**src/design/snn_cfg.svh**
```systemverilog
//----------------------------------------------------------
// snn core configuration
// sizes, widths and fire level of the crossbar core
//----------------------------------------------------------
`ifndef SNN_CFG_SVH
`define SNN_CFG_SVH

// crossbar size
`define SNN_NUM_AXONS   16
`define SNN_NUM_NEURONS 4
`define SNN_AXON_W      4

// unsigned, saturating
`define SNN_WEIGHT_W    4
`define SNN_POT_W       8

// potential at which a neuron fires
`define SNN_THRESHOLD   8

`endif

```
**src/design/snn_pkg.sv**
```systemverilog
//----------------------------------------------------------
// snn package
// state and payload types shared by the crossbar core
//----------------------------------------------------------
`include "snn_cfg.svh"

package snn_pkg;

	// controller sequence of one run
	typedef enum logic [2:0] {IDLE, RECALL, DRAIN, FIRE, LEARN, LDRAIN} core_state_t;

	typedef logic [`SNN_AXON_W-1:0] axon_addr_t;

	// one axon's weights, element n goes to neuron n
	typedef logic [`SNN_NUM_NEURONS-1:0][`SNN_WEIGHT_W-1:0] weight_row_t;

	typedef logic [`SNN_POT_W-1:0] potential_t;
	typedef logic [`SNN_NUM_AXONS-1:0] spike_vec_t;
	typedef logic [`SNN_NUM_NEURONS-1:0] fire_vec_t;

endpackage

```
**src/design/core_ctrl_if.sv**
```systemverilog
//----------------------------------------------------------
// core control bundle
// strobes from the controller plus the sweep address
//----------------------------------------------------------
`timescale 1ns/1ps

interface core_ctrl_if import snn_pkg::*; ();

	// load recall buffer from the input vector
	logic latch;
	// recall buffer into learn buffer
	logic save;
	// addressed reads, data valid one cycle later
	logic rd_rcl;
	logic rd_lrn;
	// read strobes delayed by one cycle
	logic acc;
	logic lrn_wr;
	// threshold compare and reset
	logic fire;
	// driven by the axon counter
	axon_addr_t addr;

	modport ctrl (
		output latch, save, rd_rcl, rd_lrn, acc, fire, lrn_wr
	);

	modport data (
		input latch, save, rd_rcl, rd_lrn, acc, fire, lrn_wr, addr
	);

endinterface

```
**src/design/axon_counter.sv**
```systemverilog
//----------------------------------------------------------
// axon counter
// steps the sweep address over all axons, flags the last
//----------------------------------------------------------
`timescale 1ns/1ps

`include "snn_cfg.svh"

module axon_counter import snn_pkg::*; (
	input  logic       clk_i,
	input  logic       rst_n_i,
	input  logic       clear_i,
	input  logic       step_i,
	output axon_addr_t addr_o,
	output logic       last_o
);

	// highest axon index
	localparam axon_addr_t LAST_ADDR = axon_addr_t'(`SNN_NUM_AXONS - 1);

	assign last_o = (addr_o == LAST_ADDR);

	// clear wins over step
	// step past the last axon wraps to zero, ready for the next sweep
	always_ff @(posedge clk_i or negedge rst_n_i) begin
		if (!rst_n_i) begin
			addr_o <= '0;
		end else if (clear_i) begin
			addr_o <= '0;
		end else if (step_i) begin
			if (last_o)
				addr_o <= '0;
			else
				addr_o <= addr_o + 1'b1;
		end
	end

endmodule

```
**src/design/core_fsm.sv**
```systemverilog
//----------------------------------------------------------
// core controller
// sequences latch, recall sweep, fire and the optional
// learn sweep, and drives the strobes of the data blocks
//----------------------------------------------------------
`timescale 1ns/1ps

module core_fsm import snn_pkg::*; (
	input  logic      clk_i,
	input  logic      rst_n_i,
	input  logic      start_i,
	input  logic      learn_en_i,
	input  logic      last_i,
	output logic      clear_o,
	output logic      step_o,
	core_ctrl_if.ctrl ctrl,
	output logic      busy_o,
	output logic      done_o
);

	// timeline, edge 0 samples start
	//   edges 1..16   recall reads of axons 0..15
	//   edges 2..17   accumulate, the last one in DRAIN
	//   edge 18       fire, done when not learning
	//   edges 19..34  learn reads, write-back one edge later
	//   edge 35       last write-back, done

	core_state_t state_q;
	core_state_t state_d;
	logic        learn_q;
	logic        busy_q;
	logic        done_q;
	logic        acc_q;
	logic        lrn_wr_q;
	logic        start_ok;

	// start is dropped while a run is in flight
	assign start_ok = start_i && !busy_q;

	//------------------------------------------------------
	// next state
	//------------------------------------------------------
	always_comb begin
		state_d = state_q;
		case (state_q)
			IDLE: begin
				if (start_ok)
					state_d = RECALL;
			end
			RECALL: begin
				if (last_i)
					state_d = DRAIN;
			end
			DRAIN:   state_d = FIRE;
			FIRE:    state_d = learn_q ? LEARN : IDLE;
			LEARN: begin
				if (last_i)
					state_d = LDRAIN;
			end
			LDRAIN:  state_d = IDLE;
			default: state_d = IDLE;
		endcase
	end

	always_ff @(posedge clk_i or negedge rst_n_i) begin
		if (!rst_n_i) begin
			state_q  <= IDLE;
			learn_q  <= 1'b0;
			busy_q   <= 1'b0;
			done_q   <= 1'b0;
			acc_q    <= 1'b0;
			lrn_wr_q <= 1'b0;
		end else begin
			state_q  <= state_d;
			// read data lands one cycle after the strobe
			acc_q    <= (state_q == RECALL);
			lrn_wr_q <= (state_q == LEARN);
			done_q   <= ((state_q == FIRE) && !learn_q) || (state_q == LDRAIN);
			if (start_ok)
				learn_q <= learn_en_i;
			// busy stays up through the done cycle
			if (start_ok)
				busy_q <= 1'b1;
			else if (done_q)
				busy_q <= 1'b0;
		end
	end

	//------------------------------------------------------
	// strobes
	//------------------------------------------------------
	assign clear_o     = start_ok;
	assign step_o      = (state_q == RECALL) || (state_q == LEARN);
	assign ctrl.latch  = start_ok;
	assign ctrl.rd_rcl = (state_q == RECALL);
	assign ctrl.rd_lrn = (state_q == LEARN);
	assign ctrl.acc    = acc_q;
	assign ctrl.lrn_wr = lrn_wr_q;
	assign ctrl.fire   = (state_q == FIRE);
	// learn snapshot only for learning runs
	assign ctrl.save   = (state_q == FIRE) && learn_q;

	assign busy_o = busy_q;
	assign done_o = done_q;

endmodule

```
**src/design/in_spike_buf.sv**
```systemverilog
//----------------------------------------------------------
// input spike buffer
// holds the recall and learn spike vectors of the crossbar
// and returns the addressed bit one cycle after a read
//----------------------------------------------------------
`timescale 1ns/1ps

module in_spike_buf import snn_pkg::*; (
	input  logic       clk_i,
	input  logic       rst_n_i,
	input  spike_vec_t spike_in_i,
	core_ctrl_if.data  ctrl,
	output logic       rcl_spike_o,
	output logic       lrn_spike_o
);

	//------------------------------------------------------
	// buffers
	//------------------------------------------------------
	spike_vec_t rcl_buf_q;
	spike_vec_t lrn_buf_q;

	// recall vector, taken on the start edge
	always_ff @(posedge clk_i or negedge rst_n_i) begin
		if (!rst_n_i) begin
			rcl_buf_q <= '0;
		end else if (ctrl.latch) begin
			rcl_buf_q <= spike_in_i;
		end
	end

	// learn vector is a snapshot of recall
	// taken at fire, so a new latch cannot disturb the learn sweep
	always_ff @(posedge clk_i or negedge rst_n_i) begin
		if (!rst_n_i) begin
			lrn_buf_q <= '0;
		end else if (ctrl.save) begin
			lrn_buf_q <= rcl_buf_q;
		end
	end

	//------------------------------------------------------
	// addressed bit reads
	//------------------------------------------------------
	// each bit holds between strobes
	always_ff @(posedge clk_i or negedge rst_n_i) begin
		if (!rst_n_i) begin
			rcl_spike_o <= 1'b0;
			lrn_spike_o <= 1'b0;
		end else begin
			if (ctrl.rd_rcl)
				rcl_spike_o <= rcl_buf_q[ctrl.addr];
			if (ctrl.rd_lrn)
				lrn_spike_o <= lrn_buf_q[ctrl.addr];
		end
	end

endmodule

```
**src/design/neuron_array.sv**
```systemverilog
//----------------------------------------------------------
// neuron array
// integrate-and-fire potentials, gated accumulation,
// threshold fire with reset to zero
//----------------------------------------------------------
`timescale 1ns/1ps

`include "snn_cfg.svh"

module neuron_array import snn_pkg::*; (
	input  logic        clk_i,
	input  logic        rst_n_i,
	core_ctrl_if.data   ctrl,
	input  logic        rcl_spike_i,
	input  weight_row_t row_i,
	output fire_vec_t   fired_o
);

	potential_t                pot_q   [`SNN_NUM_NEURONS];
	potential_t                pot_sat [`SNN_NUM_NEURONS];
	logic [`SNN_POT_W:0]       sum     [`SNN_NUM_NEURONS];

	//------------------------------------------------------
	// saturating add of the registered row
	//------------------------------------------------------
	// carry bit set means overflow, clamp to all ones
	always_comb begin
		for (int n = 0; n < `SNN_NUM_NEURONS; n++) begin
			sum[n] = {1'b0, pot_q[n]} + (`SNN_POT_W + 1)'(row_i[n]);
			if (sum[n][`SNN_POT_W])
				pot_sat[n] = '1;
			else
				pot_sat[n] = sum[n][`SNN_POT_W-1:0];
		end
	end

	//------------------------------------------------------
	// potentials and fire
	//------------------------------------------------------
	// sub-threshold potentials carry over into the next run
	// fired_o holds until the next fire strobe
	always_ff @(posedge clk_i or negedge rst_n_i) begin
		if (!rst_n_i) begin
			fired_o <= '0;
			for (int n = 0; n < `SNN_NUM_NEURONS; n++)
				pot_q[n] <= '0;
		end else if (ctrl.fire) begin
			for (int n = 0; n < `SNN_NUM_NEURONS; n++) begin
				fired_o[n] <= (pot_q[n] >= potential_t'(`SNN_THRESHOLD));
				if (pot_q[n] >= potential_t'(`SNN_THRESHOLD))
					pot_q[n] <= '0;
			end
		end else if (ctrl.acc && rcl_spike_i) begin
			// silent axons add nothing
			for (int n = 0; n < `SNN_NUM_NEURONS; n++)
				pot_q[n] <= pot_sat[n];
		end
	end

endmodule

```
**src/design/snn_core.sv**
```systemverilog
//----------------------------------------------------------
// neuromorphic crossbar core
// 16 axons onto 4 integrate-and-fire neurons with
// spike-driven weight learning
//----------------------------------------------------------
`timescale 1ns/1ps

module snn_core import snn_pkg::*; (
	input  logic        clk_i,
	input  logic        rst_n_i,
	input  logic        start_i,
	input  logic        learn_en_i,
	input  spike_vec_t  spike_in_i,
	input  logic        wt_wr_i,
	input  axon_addr_t  wt_addr_i,
	input  weight_row_t wt_data_i,
	output fire_vec_t   spikes_o,
	output logic        busy_o,
	output logic        done_o
);

	// counter handshake
	logic        clear;
	logic        step;
	logic        last;
	// read data path
	logic        rcl_spike;
	logic        lrn_spike;
	weight_row_t row;
	fire_vec_t   fired;

	core_ctrl_if ctrl_if ();

	//------------------------------------------------------
	// control
	//------------------------------------------------------
	core_fsm u_fsm (
		.clk_i      (clk_i),
		.rst_n_i    (rst_n_i),
		.start_i    (start_i),
		.learn_en_i (learn_en_i),
		.last_i     (last),
		.clear_o    (clear),
		.step_o     (step),
		.ctrl       (ctrl_if.ctrl),
		.busy_o     (busy_o),
		.done_o     (done_o)
	);

	// sweep address goes straight onto the bundle
	axon_counter u_cnt (
		.clk_i   (clk_i),
		.rst_n_i (rst_n_i),
		.clear_i (clear),
		.step_i  (step),
		.addr_o  (ctrl_if.addr),
		.last_o  (last)
	);

	//------------------------------------------------------
	// data path
	//------------------------------------------------------
	in_spike_buf u_spk (
		.clk_i       (clk_i),
		.rst_n_i     (rst_n_i),
		.spike_in_i  (spike_in_i),
		.ctrl        (ctrl_if.data),
		.rcl_spike_o (rcl_spike),
		.lrn_spike_o (lrn_spike)
	);

	synapse_array u_syn (
		.clk_i       (clk_i),
		.rst_n_i     (rst_n_i),
		.wt_wr_i     (wt_wr_i),
		.wt_addr_i   (wt_addr_i),
		.wt_data_i   (wt_data_i),
		.ctrl        (ctrl_if.data),
		.lrn_spike_i (lrn_spike),
		.fired_i     (fired),
		.row_o       (row)
	);

	neuron_array u_neu (
		.clk_i       (clk_i),
		.rst_n_i     (rst_n_i),
		.ctrl        (ctrl_if.data),
		.rcl_spike_i (rcl_spike),
		.row_i       (row),
		.fired_o     (fired)
	);

	assign spikes_o = fired;

endmodule

```
**src/design/synapse_array.sv**
```systemverilog
//----------------------------------------------------------
// synapse array
// one weight row per axon, external row writes, registered
// row reads and saturating learning write-back
//----------------------------------------------------------
`timescale 1ns/1ps

`include "snn_cfg.svh"

module synapse_array import snn_pkg::*; (
	input  logic        clk_i,
	input  logic        rst_n_i,
	input  logic        wt_wr_i,
	input  axon_addr_t  wt_addr_i,
	input  weight_row_t wt_data_i,
	core_ctrl_if.data   ctrl,
	input  logic        lrn_spike_i,
	input  fire_vec_t   fired_i,
	output weight_row_t row_o
);

	weight_row_t wt_q [`SNN_NUM_AXONS];
	weight_row_t row_inc;
	axon_addr_t  addr_q;
	logic        sweep_act;

	// no external writes while a sweep touches the rows
	assign sweep_act = ctrl.rd_rcl | ctrl.rd_lrn | ctrl.acc | ctrl.lrn_wr;

	//------------------------------------------------------
	// row read, address kept for write-back
	//------------------------------------------------------
	always_ff @(posedge clk_i) begin
		if (ctrl.rd_rcl || ctrl.rd_lrn) begin
			row_o  <= wt_q[ctrl.addr];
			addr_q <= ctrl.addr;
		end
	end

	// +1 toward each fired neuron, stuck at max
	always_comb begin
		for (int n = 0; n < `SNN_NUM_NEURONS; n++) begin
			if (fired_i[n] && (row_o[n] != '1))
				row_inc[n] = row_o[n] + 1'b1;
			else
				row_inc[n] = row_o[n];
		end
	end

	//------------------------------------------------------
	// weight rows
	//------------------------------------------------------
	always_ff @(posedge clk_i or negedge rst_n_i) begin
		if (!rst_n_i) begin
			for (int a = 0; a < `SNN_NUM_AXONS; a++)
				wt_q[a] <= '0;
		end else if (ctrl.lrn_wr) begin
			// only axons that spiked learn
			if (lrn_spike_i)
				wt_q[addr_q] <= row_inc;
		end else if (wt_wr_i && !sweep_act) begin
			wt_q[wt_addr_i] <= wt_data_i;
		end
	end

endmodule

```
**config.mk**
```make
export PLATFORM = sky130hd
export DESIGN_NAME = snn_core
export DESIGN_NICKNAME = d
export VERILOG_FILES = /design/src/design/snn_pkg.sv /design/src/design/core_ctrl_if.sv /design/src/design/axon_counter.sv /design/src/design/core_fsm.sv /design/src/design/in_spike_buf.sv /design/src/design/neuron_array.sv /design/src/design/snn_core.sv /design/src/design/synapse_array.sv
export VERILOG_INCLUDE_DIRS = /design/src /design/src/design
export SDC_FILE = /design/constraint.sdc
export NUM_CORES = 1
export LEC_CHECK = 0
export ABC_CLOCK_PERIOD_IN_PS = 2000
export BUFFER_PORTS_ARGS = -buffer_cell sky130_fd_sc_hd__buf_2
export CORE_ASPECT_RATIO = 1.2
export CORE_MARGIN = 8
export CORE_UTILIZATION = 30
export DETAILED_ROUTE_END_ITERATION = 8
export GPL_TIMING_DRIVEN = 0
export PLACE_DENSITY_LB_ADDON = 0.12
export SYNTH_ARGS = -nofsm -noshare
export SYNTH_HDL_FRONTEND = slang
export SYNTH_SLANG_ARGS = --single-unit
```
**constraint.sdc**
```tcl
create_clock -name clk_i -period 2 [get_ports clk_i]
set_clock_uncertainty 0.05 [all_clocks]
set_input_delay 0.4 -clock clk_i [delete_from_list [all_inputs] [get_ports clk_i]]
set_output_delay 0.4 -clock clk_i [all_outputs]
set_load 0.01 [all_outputs]
```
==> flow_summary.json, run 1 <==
{
  "maxCapViolCount": 0,
  "crit_fanout": 10,
  "dpl.cell_count": 2509,
  "synth_area_leaders": "dfrtp_1 42%, mux2_2 11%, mux4_2 9.4%",
  "worstSetupEndpointType": "flip-flop",
  "hold_violations": 0,
  "hold_class": "in2reg",
  "grt-ovfl-total": 0,
  "drtIter0Drc": 940,
  "fp.dieH_microns": 299.2,
  "avgSynthCellArea_sq_um": 12.87,
  "ant_nets": 0,
  "gp_congestion": 0.8605,
  "cts.reportedPaths.clkPinSlew_ps": 60,
  "fin_crit_ps": 2262,
  "rsz0062_at_grt": "true",
  "layout-drive-gt1-share_pct": 48.93,
  "cts_htree_levels": 2,
  "ys_seq_area_share_pct": 45.19,
  "max-clock-path-buffers": 3,
  "met1_usage_pct": 22.47,
  "synth-edff-count": 20,
  "p_leak_uw": 0.01153,
  "cp.required_ps": 2270,
  "grt-busiest-layer": "met2",
  "nets": 1857,
  "cts_root_buf": "clkbuf_16",
  "maxSlewViolCount": 0,
  "setup-tns-final_ps": -25940,
  "grt_pass1_wl_microns": 104700,
  "grtUsageTotal_pct": 18.20,
  "period_share_pct": 113.1,
  "vias_per_cell": 5.519,
  "setup_slack_ps": -261.9,
  "numPortBuffers": 46,
  "vias": 15070,
  "pin_count": 47,
  "grt_max_degree": 107,
  "power_density_mw_per_mm2": 1585,
  "critPathKind": "reg2reg",
  "synth_flop_cell": "dfrtp_1",
  "area.growth.synth_to_final_pct": 33.85,
  "final_cells": 2730,
  "syn_area_sq_mm": 0.02005,
  "grt_use_met2_pct": 31.46,
  "drt-total-wl_microns": 70620,
  "startpoint_type": "flip-flop",
  "cts.sinks": 358,
  "synth_seq_cells": 358,
  "violations": "negative setup slack",
  "status": "finished, violations left",
  "relSlewSlack_pct": 39.85,
  "antenna_found_initial": 2,
  "cts-buffers-inserted": 44,
  "rows": 104,
  "yosysTopAreaCell": "dfrtp_1",
  "ir_drop_mv": 0.5626,
  "drtPass1Iterations": 5,
  "use_met3_pct": 3.024,
  "yosys_warnings": 0,
  "cts_tree": "built",
  "worst_slew_pin_slew_ps": 902.2,
  "initial_core_util_pct": 30.09,
  "clkLatencyLatePin_ps": 590,
  "grt_pass1_vias": 15710,
  "drc": 0,
  "core_sq_mm": 0.06662,
  "syn_inst": 1558,
  "dp_hpwl_microns": 50050,
  "timing.fmax_ghz": 0.4421,
  "wire_per_inst_microns": 25.87,
  "die_w_microns": 252.0,
  "die_area_sq_mm": 0.07538,
  "yosys.area.top_type_share_pct": 42.19,
  "cp.arrival_ps": 2530,
  "finalSetupViolations": 271,
  "async_flop_share_pct": 94.41,
  "final_common_cell": "dfrtp_1",
  "layout_common_cells": "334 x dfrtp_1, 253 x mux2_4, 246 x o22ai_1, 84 x mux4_2, 76 x buf_4",
  "ys_types": 78,
  "syn-num-nets": 1624
}
[through the flow]
stage / total power (uW) / util [%] / area (sq um) / hold WS [ps] / setup slack (ps)
floorplan: 23620 / - / 20330 / 54.41 / -57.92
global placement: 28160 / 32.55 / 21680 / 417.3 / -6734
detailed placement: 28510 / 32.71 / 21790 / 375.5 / -930.8
CTS: 40920 / 39.23 / 26140 / 123.8 / -257.5
global route: 44680 / 40.26 / 26830 / 160.2 / -265.3
finish: 42520 / 40.27 / 26830 / 174.3 / -261.9
[repair_timing]
item	in CTS	in global routing
gates resized for setup	426	186
hold buffers	19	0
buffers inserted	93	31
cloned	11	3
setup endpoints to repair	318	317
pin swaps	47	58
hold endpoints to repair	96	0
[worst paths after layout]
| path | start | endpoint | slack [ps] | cells past startpoint |
|---|---|---|---|---|
| worst min register to register | u_fsm.done_o$_DFF_PN0_ | u_fsm.busy_o$_DFFE_PN0P_ | 430 | 1 |
| max in group asynchronous | rst_n_i | u_fsm.state_q[2]$_DFFE_PN0P_ | 250 | 4 |
| worst max register to register | u_cnt.addr_o[0]$_DFFE_PN0P_ | u_syn.row_o[13]$_DFFE_PP_ | -260 | 4 |
| worst max-delay path | u_cnt.addr_o[0]$_DFFE_PN0P_ | u_syn.row_o[13]$_DFFE_PP_ | -260 | 4 |
| min in group asynchronous | rst_n_i | u_syn.wt_q[21]$_DFFE_PN0P_ | 320 | 2 |
| worst min-delay path | wt_data_i[5] | u_syn.wt_q[197]$_DFFE_PN0P_ | 170 | 3 |
[sequential cells by signal (all words and copies together) (netlist names), 4 cells and up]
| register | flops |
|---|---|
| u_cnt.addr_o | 4 |
| u_neu.fired_o | 4 |
| u_neu.pot_q | 32 |
| u_spk.lrn_buf_q | 16 |
| u_spk.rcl_buf_q | 16 |
| u_syn.addr_q | 4 |
| u_syn.row_o | 16 |
| u_syn.wt_q | 256 |
[cell usage after synthesis (15+ instances only)]
| cell | n |
|---|---|
| edfxtp_1 | 20 |
| clkbuf_1 | 94 |
| nand2b_1 | 27 |
| mux2i_1 | 17 |
| nor2_1 | 19 |
| buf_6 | 15 |
| dfrtp_1 | 338 |
| buf_2 | 30 |
| mux2_4 | 40 |
| mux2_1 | 57 |
| ha_1 | 21 |
| mux2_2 | 194 |
| a21oi_1 | 41 |
| o2bb2ai_1 | 18 |
| mux4_2 | 84 |
| o22ai_1 | 251 |
| nand2_1 | 36 |
| nor2b_1 | 17 |
[routing by layer]
metal	up-vias	wire length, microns
li1	6631	-
met1	7873	29050
met2	434	35680
met3	128	2998
met4	0	2891
met5	-	0
[area by class of cell]
class | count | area (sq um)
Sequential cell | 358 | 9064
Clock inverter | 17 | 276.5
Timing Repair Buffer | 200 | 1923
Fill cell | 6214 | 39790
Clock buffer | 65 | 1300
Inverter | 7 | 28.78
Antenna cell | 2 | 5.005
Tap cell | 901 | 1127
Multi-Input combinational cell | 1042 | 11800
Buffer | 138 | 1304
[critical path, cell delays in order, from the launching register on]
cell and delay [ps]:
dfrtp_2 430, clkbuf_16 190, buf_8 200, mux4_2 580
mux4_2 530
[report_power, final]
part           internal (uW)  switching, uW  leakage, uW
sequential             10700           2550      0.00400
combinational          11200           9310      0.00677
clock                   5310           3410     0.000766
[cell families (layout without fill, tap and decap cells)]
family / Yosys count / count (layout) / synth area share, %
compound gates: 420 / 420 / 15.42
mux: 392 / 392 / 27.38
fa+ha+maj: 25 / 25 / 1.710
buf+inv: 158 / 427 / 3.963
simple gates: 195 / 195 / 5.855
flops: 358 / 358 / 45.19
xor+xnor: 10 / 10 / 0.4744
other cells: 0 / 2 / 0
Note: power is estimated with default switching activity, not from simulation.
==> inputs of run 2 (changes only) <==
--- a/config.mk
+++ b/config.mk
@@ -11,9 +11,11 @@
 export CORE_ASPECT_RATIO = 1.2
 export CORE_MARGIN = 8
 export CORE_UTILIZATION = 30
+export CTS_CLUSTER_SIZE = 10
 export DETAILED_ROUTE_END_ITERATION = 8
 export GPL_TIMING_DRIVEN = 0
-export PLACE_DENSITY_LB_ADDON = 0.12
+export PLACE_DENSITY_LB_ADDON = 0.15
+export RECOVER_POWER = 100
 export SYNTH_ARGS = -nofsm -noshare
 export SYNTH_HDL_FRONTEND = slang
 export SYNTH_SLANG_ARGS = --single-unit
==> flow_summary.json, run 2 (synthesized netlist as in run 1, its figures left out) <==
{
  "timing.fmax_ghz": 0.4488,
  "cts_root_buf": "clkbuf_16",
  "critPathKind": "reg2reg",
  "fin_hold_ws_ps": 40.48,
  "dp_hpwl_microns": 49070,
  "utilization_pct": 40.35,
  "grt_max_degree": 113,
  "nets": 1888,
  "startpoint_type": "flip-flop",
  "fp.dieH_microns": 299.2,
  "wire_per_inst_microns": 25.77,
  "rsz0062_at_grt": "true",
  "ant_nets": 0,
  "cp.required_ps": 2250,
  "switchingPower_uw": 15270,
  "worstSetupEndpointType": "flip-flop",
  "critPathMaxStageDelay_ps": 570,
  "max-clock-path-buffers": 3,
  "drc": 0,
  "die_w_microns": 252.0,
  "reg_top3": "u_syn.wt_q (256), u_neu.pot_q (32)",
  "grtUsageTotal_pct": 18.21,
  "reg2reg_to": "u_syn.row_o[13]$_DFFE_PP_",
  "largest_reg_flops": 256,
  "reg2reg_depth": 4,
  "worstPathCellList": "clkbuf_16 -> buf_12 -> mux4_2 -> mux4_2",
  "p_leak_uw": 0.01146,
  "maxCapViolCount": 0,
  "core_sq_mm": 0.06662,
  "period_share_pct": 111.4,
  "ir_drop_mv": 0.6499,
  "fin_crit_ps": 2228,
  "setup_slack_ps": -227.9,
  "drtPass1Iterations": 7,
  "power_density_mw_per_mm2": 1569,
  "grt_pass1_wl_microns": 105700,
  "whs_endpoint": "u_fsm.busy_o$_DFFE_PN0P_",
  "vias_per_cell": 5.484,
  "relSlewSlack_pct": 35.07,
  "gp_congestion": 0.8428,
  "grt-ovfl-total": 0,
  "hold_violations": 0,
  "hold_class": "in2reg",
  "cts-buffers-inserted": 44,
  "drtIter0Drc": 1071,
  "die_area_sq_mm": 0.07538,
  "cp_common_cell": "mux4_2",
  "min-delay-start": "start_i",
  "combPwrFrac_pct": 50.5,
  "cts.sinks": 358,
  "layout-drive-gt1-share_pct": 48.30,
  "cp.arrival_ps": 2470,
  "reg2reg_slack_ps": -230,
  "p_clk_share_pct": 18.3,
  "p_seq_share_pct": 31.2,
  "clkLatencyLatePin_ps": 580,
  "grt_pass1_vias": 16090,
  "drt-total-wl_microns": 70870,
  "layout_common_cells": "336 x dfrtp_1, 244 x o22ai_1, 233 x mux2_4, 99 x buf_4, 84 x mux4_2",
  "finalSetupViolations": 292,
  "worst_slew_pin_slew_ps": 973.9,
  "maxSlewViolCount": 0,
  "pin_count": 47,
  "final_common_cell": "dfrtp_1",
  "violations": "negative setup slack",
  "rows": 104,
  "area.growth.synth_to_final_pct": 34.09,
  "crit_fanout": 10,
  "r2r_start": "u_cnt.addr_o[0]$_DFFE_PN0P_",
  "cts_htree_levels": 2,
  "cp_slowest_cell": "mux4_2",
  "largest_register": "u_syn.wt_q",
  "vias": 15080,
  "cts_tree": "built",
  "antenna_found_initial": 0,
  "status": "finished, violations left",
  "cts.reportedPaths.clkPinSlew_ps": 60,
  "hold_depth": 3,
  "internal-power_uw": 26890,
  "numPortBuffers": 46,
  "initial_core_util_pct": 30.09,
  "p_sw_share_pct": 36.22,
  "antennaDiodeCount": 0
}
==> run 2: layer usage <==
| layer | vias to the layer above | part of all wire (%) | GRT usage [%] |
|---|---|---|---|
| li1 | 6657 | - | - |
| met1 | 7880 | 42 | 22.29 |
| met2 | 406 | 51 | 32.40 |
| met3 | 139 | 3.4 | 2.279 |
| met4 | 0 | 4.3 | 6.894 |
| met5 | - | 0 | 0 |
==> run 2: cell type report <==
cell class                 count  area (sq um)
timing repair buffer         226          2102
fill                        6336         39740
buffer                       143          1406
inverter                       7         28.78
clock buffer                  70          1300
multi-input combinational   1042         11810
sequential                   358          9061
clock inverter                 3         47.55
tap                          901          1127
==> run 2: critical path: cells and delay by family, from the launching register on <==
kind,cells,cell delay [ps]
muxes,2,1090
DFF,1,410
buffers and inverters,2,390
==> run 2: through the flow <==
step	TNS [ps]	setup slack, ps	instances	total power [uW]	instance area (sq um)
after detailed placement	-187240	-1021	2509	28410	21790
after global routing	-42110	-246.2	2750	44360	26880
after CTS	-22120	-227.5	2710	40280	26090
final	-26480	-227.9	2750	42170	26880
after global placement	-2394250	-6559	2505	28020	21680
after floorplan	-5924	-57.92	1558	23620	20330
==> run 2: how the worst max path moves through the flow <==
stage                                       startpoint                           to
after floorplan           u_fsm.state_q[0]$_DFFE_PN0P_   u_syn.wt_q[66]$_DFFE_PN0P_
after global placement                         rst_n_i   u_syn.wt_q[20]$_DFFE_PN0P_
after detailed placement                  wt_addr_i[0]  u_syn.wt_q[200]$_DFFE_PN0P_
after CTS                  u_cnt.addr_o[0]$_DFFE_PN0P_     u_syn.row_o[7]$_DFFE_PP_
after global routing       u_cnt.addr_o[0]$_DFFE_PN0P_     u_syn.row_o[7]$_DFFE_PP_
final                      u_cnt.addr_o[0]$_DFFE_PN0P_    u_syn.row_o[13]$_DFFE_PP_
==> run 2: power by group through the flow <==
stage | Combinational (uW) | Clock, uW | Sequential (uW)
final | 21300 | 7720 | 13200
after global routing | 22600 | 8220 | 13500
after CTS | 19400 | 7940 | 13000
after detailed placement | 15200 | 0 | 13200
after global placement | 14900 | 0 | 13100
after floorplan | 11400 | 0 | 12200
==> run 2: repair_timing <==
item,in CTS,in global routing
hold buffers,16,0
pin swaps,49,40
cloned,11,4
endpoints found under the setup margin,317,307
gates resized for setup,458,161
buffers inserted,106,45
endpoints found under the hold margin,68,0
==> inputs of run 3 (changes only) <==
--- a/config.mk
+++ b/config.mk
@@ -6,7 +6,7 @@
 export SDC_FILE = /design/constraint.sdc
 export NUM_CORES = 1
 export LEC_CHECK = 0
-export ABC_CLOCK_PERIOD_IN_PS = 2000
+export ABC_CLOCK_PERIOD_IN_PS = 1960
 export BUFFER_PORTS_ARGS = -buffer_cell sky130_fd_sc_hd__buf_2
 export CORE_ASPECT_RATIO = 1.2
 export CORE_MARGIN = 8
==> constraint.sdc (replaced) <==
create_clock -name clk_i -period 1.96 [get_ports clk_i]
set_clock_uncertainty 0.05 [all_clocks]
set_input_delay 0.392 -clock clk_i [delete_from_list [all_inputs] [get_ports clk_i]]
set_output_delay 0.392 -clock clk_i [all_outputs]
set_load 0.01 [all_outputs]
==> flow_summary.json, run 3 (synthesized netlist as in run 1, its figures left out) <==
{
  "status": "finished, violations left",
  "violations": "negative setup slack",
  "startpoint_type": "flip-flop",
  "multi_input_area_sq_mm": 0.01180,
  "cts.sinks": 358,
  "pin_count": 47,
  "layout-drive-gt1-share_pct": 49.62,
  "drt-total-wl_microns": 72100,
  "core_sq_mm": 0.06662,
  "vias": 15150,
  "cts_root_buf": "clkbuf_16",
  "min-delay-start": "start_i",
  "cp_slowest_cell": "edfxtp_1",
  "cts-buffers-inserted": 43,
  "post-place-ws_ps": -955.7,
  "ant_nets": 0,
  "critPathMaxStageDelay_ps": 570,
  "cp_common_cell": "buf_6",
  "final_cells": 2747,
  "numPortBuffers": 46,
  "reg_top3": "u_syn.wt_q (256), u_neu.pot_q (32)",
  "fin_hold_ws_ps": 34.55,
  "path_delay_family": "flip-flops",
  "use_met3_pct": 2.426,
  "power_density_mw_per_mm2": 1596,
  "whs_endpoint": "u_fsm.busy_o$_DFFE_PN0P_",
  "reg2reg_depth": 6,
  "worst_slew_pin_slew_ps": 1007,
  "area.growth.synth_to_final_pct": 34.87,
  "grt-busiest-layer": "met2",
  "worstSetupEndpointType": "flip-flop",
  "ir_drop_mv": 0.5885,
  "largest_reg_flops": 256,
  "relSlewSlack_pct": 32.88,
  "fp.dieH_microns": 299.2,
  "hold_violations": 0,
  "reg2reg_slack_ps": -340,
  "cp.arrival_ps": 2700,
  "met1_usage_pct": 22.89,
  "grt_max_degree": 113,
  "grt_pass1_wl_microns": 106200,
  "drtIter0Drc": 911,
  "critPathKind": "reg2reg",
  "cts_htree_levels": 2,
  "reg2reg_to": "u_syn.wt_q[217]$_DFFE_PN0P_",
  "seq_area_sq_mm": 0.009062,
  "grt-ovfl-total": 0,
  "fin_crit_ps": 2298,
  "dpl.cell_count": 2509,
  "maxSlewViolCount": 0,
  "drtPass1Iterations": 5,
  "crit_fanout": 5,
  "vias_per_cell": 5.516,
  "rsz0062_at_grt": "true",
  "dp_hpwl_microns": 49340,
  "path_buf_inv": 3,
  "hold_depth": 3,
  "antenna_found_initial": 0,
  "final_common_cell": "dfrtp_1",
  "r2r_start": "u_syn.addr_q[2]$_DFFE_PP_",
  "maxCapViolCount": 0,
  "initial_core_util_pct": 30.09,
  "cp.required_ps": 2370,
  "period_share_pct": 117.2,
  "largest_register": "u_syn.wt_q",
  "rows": 104,
  "grt_use_met2_pct": 31.47,
  "cts_tree": "built",
  "nets": 1891,
  "grtUsageTotal_pct": 18.35,
  "layout_common_cells": "335 x dfrtp_1, 240 x o22ai_1, 222 x mux2_4, 84 x mux4_2, 74 x buf_4",
  "drc": 0,
  "antennaDiodeCount": 0,
  "finalSetupViolations": 316,
  "cts.reportedPaths.clkPinSlew_ps": 60,
  "gp_congestion": 0.8742,
  "hold_class": "in2reg",
  "p_leak_uw": 0.01145,
  "wire_per_inst_microns": 26.25,
  "n_fill_cell": 6259,
  "die_area_sq_mm": 0.07538,
  "timing.fmax_ghz": 0.4352,
  "worstPathCellList": "buf_6 -> or3b_4 -> o32ai_4 -> buf_6 -> buf_8 -> mux2_4",
  "die_w_microns": 252.0,
  "clkLatencyLatePin_ps": 580,
  "grt_pass1_vias": 16140,
  "max-clock-path-buffers": 3,
  "setup_slack_ps": -337.7
}
-- run 3: changes by cell type in the layout (fill, tap and decap cells not counted), moves of 7 or more --
cell / change
mux2_4: -11
clkbuf_4: -8
buf_8: +7
mux2_2: +17
clkbuf_2: +10
buf_4: -25
a21oi_2: +8
buf_6: +18
clkbuf_1: -10
a21oi_1: -9
-- run 3: timing repair --
item	CTS	global route
hold buffers	18	0
setup buffers	98	50
endpoints found under the setup margin	327	318
hold endpoints to repair	63	0
pin swaps	59	62
resized for setup	387	194
cloned	13	11
-- run 3: worst max path at each step --
stage                                       startpoint                          end  slack (ps)  cells after the start
after floorplan                           wt_addr_i[2]  u_syn.wt_q[208]$_DFFE_PN0P_        -110                      6
after CTS                  u_cnt.addr_o[0]$_DFFE_PN0P_     u_syn.row_o[3]$_DFFE_PP_        -280                      4
after global placement                         rst_n_i     u_fsm.busy_o$_DFFE_PN0P_       -6740                      1
after detailed placement  u_fsm.state_q[2]$_DFFE_PN0P_  u_neu.pot_q[25]$_DFFE_PN0P_        -960                      6
final                        u_syn.addr_q[2]$_DFFE_PP_  u_syn.wt_q[217]$_DFFE_PN0P_        -340                      6
after global routing         u_syn.addr_q[2]$_DFFE_PP_  u_syn.wt_q[217]$_DFFE_PN0P_        -330                      6
-- run 3: where the power goes --
part	internal, uW	leakage [uW]	switching (uW)	total [uW]
Combinational	12100	0.00683	10000	22100
Clock	4350	0.000621	3270	7620
Sequential	11000	0.00400	2510	13500
Total	27400	0.0115	15800	43200
-- run 3: cell type report --
cell class,count,area share (%)
tap,901,4.170
clock buffer,64,4.614
timing repair buffer,234,8.840
clock inverter,2,0.09256
sequential,358,33.52
multi-input combinational,1042,43.64
inverter,7,0.1157
buffer,139,5.008
-- run 3: worst min-delay path, delay by kind of cell --
kind,cells,cell delay [ps]
compound gates,1,110
simple gates,1,40
buf+inv,1,80
-- run 3: through the flow --
step / utilization (%) / total power (uW) / TNS [ps] / cell area [sq um]
floorplan: - / 24480 / -12780 / 20480
global placement: 32.78 / 29030 / -2461930 / 21840
detailed placement: 32.95 / 29390 / -192450 / 21950
CTS: 38.89 / 41050 / -42630 / 25910
global route: 40.58 / 45370 / -65130 / 27030
finish: 40.58 / 43150 / -54070 / 27030
-- run 3: routing by layer --
layer / vias up / part of all wire [%]
met5: - / 0
met4: 0 / 5.0
met3: 161 / 3.3
met2: 365 / 50
met1: 7951 / 42
li1: 6676 / -
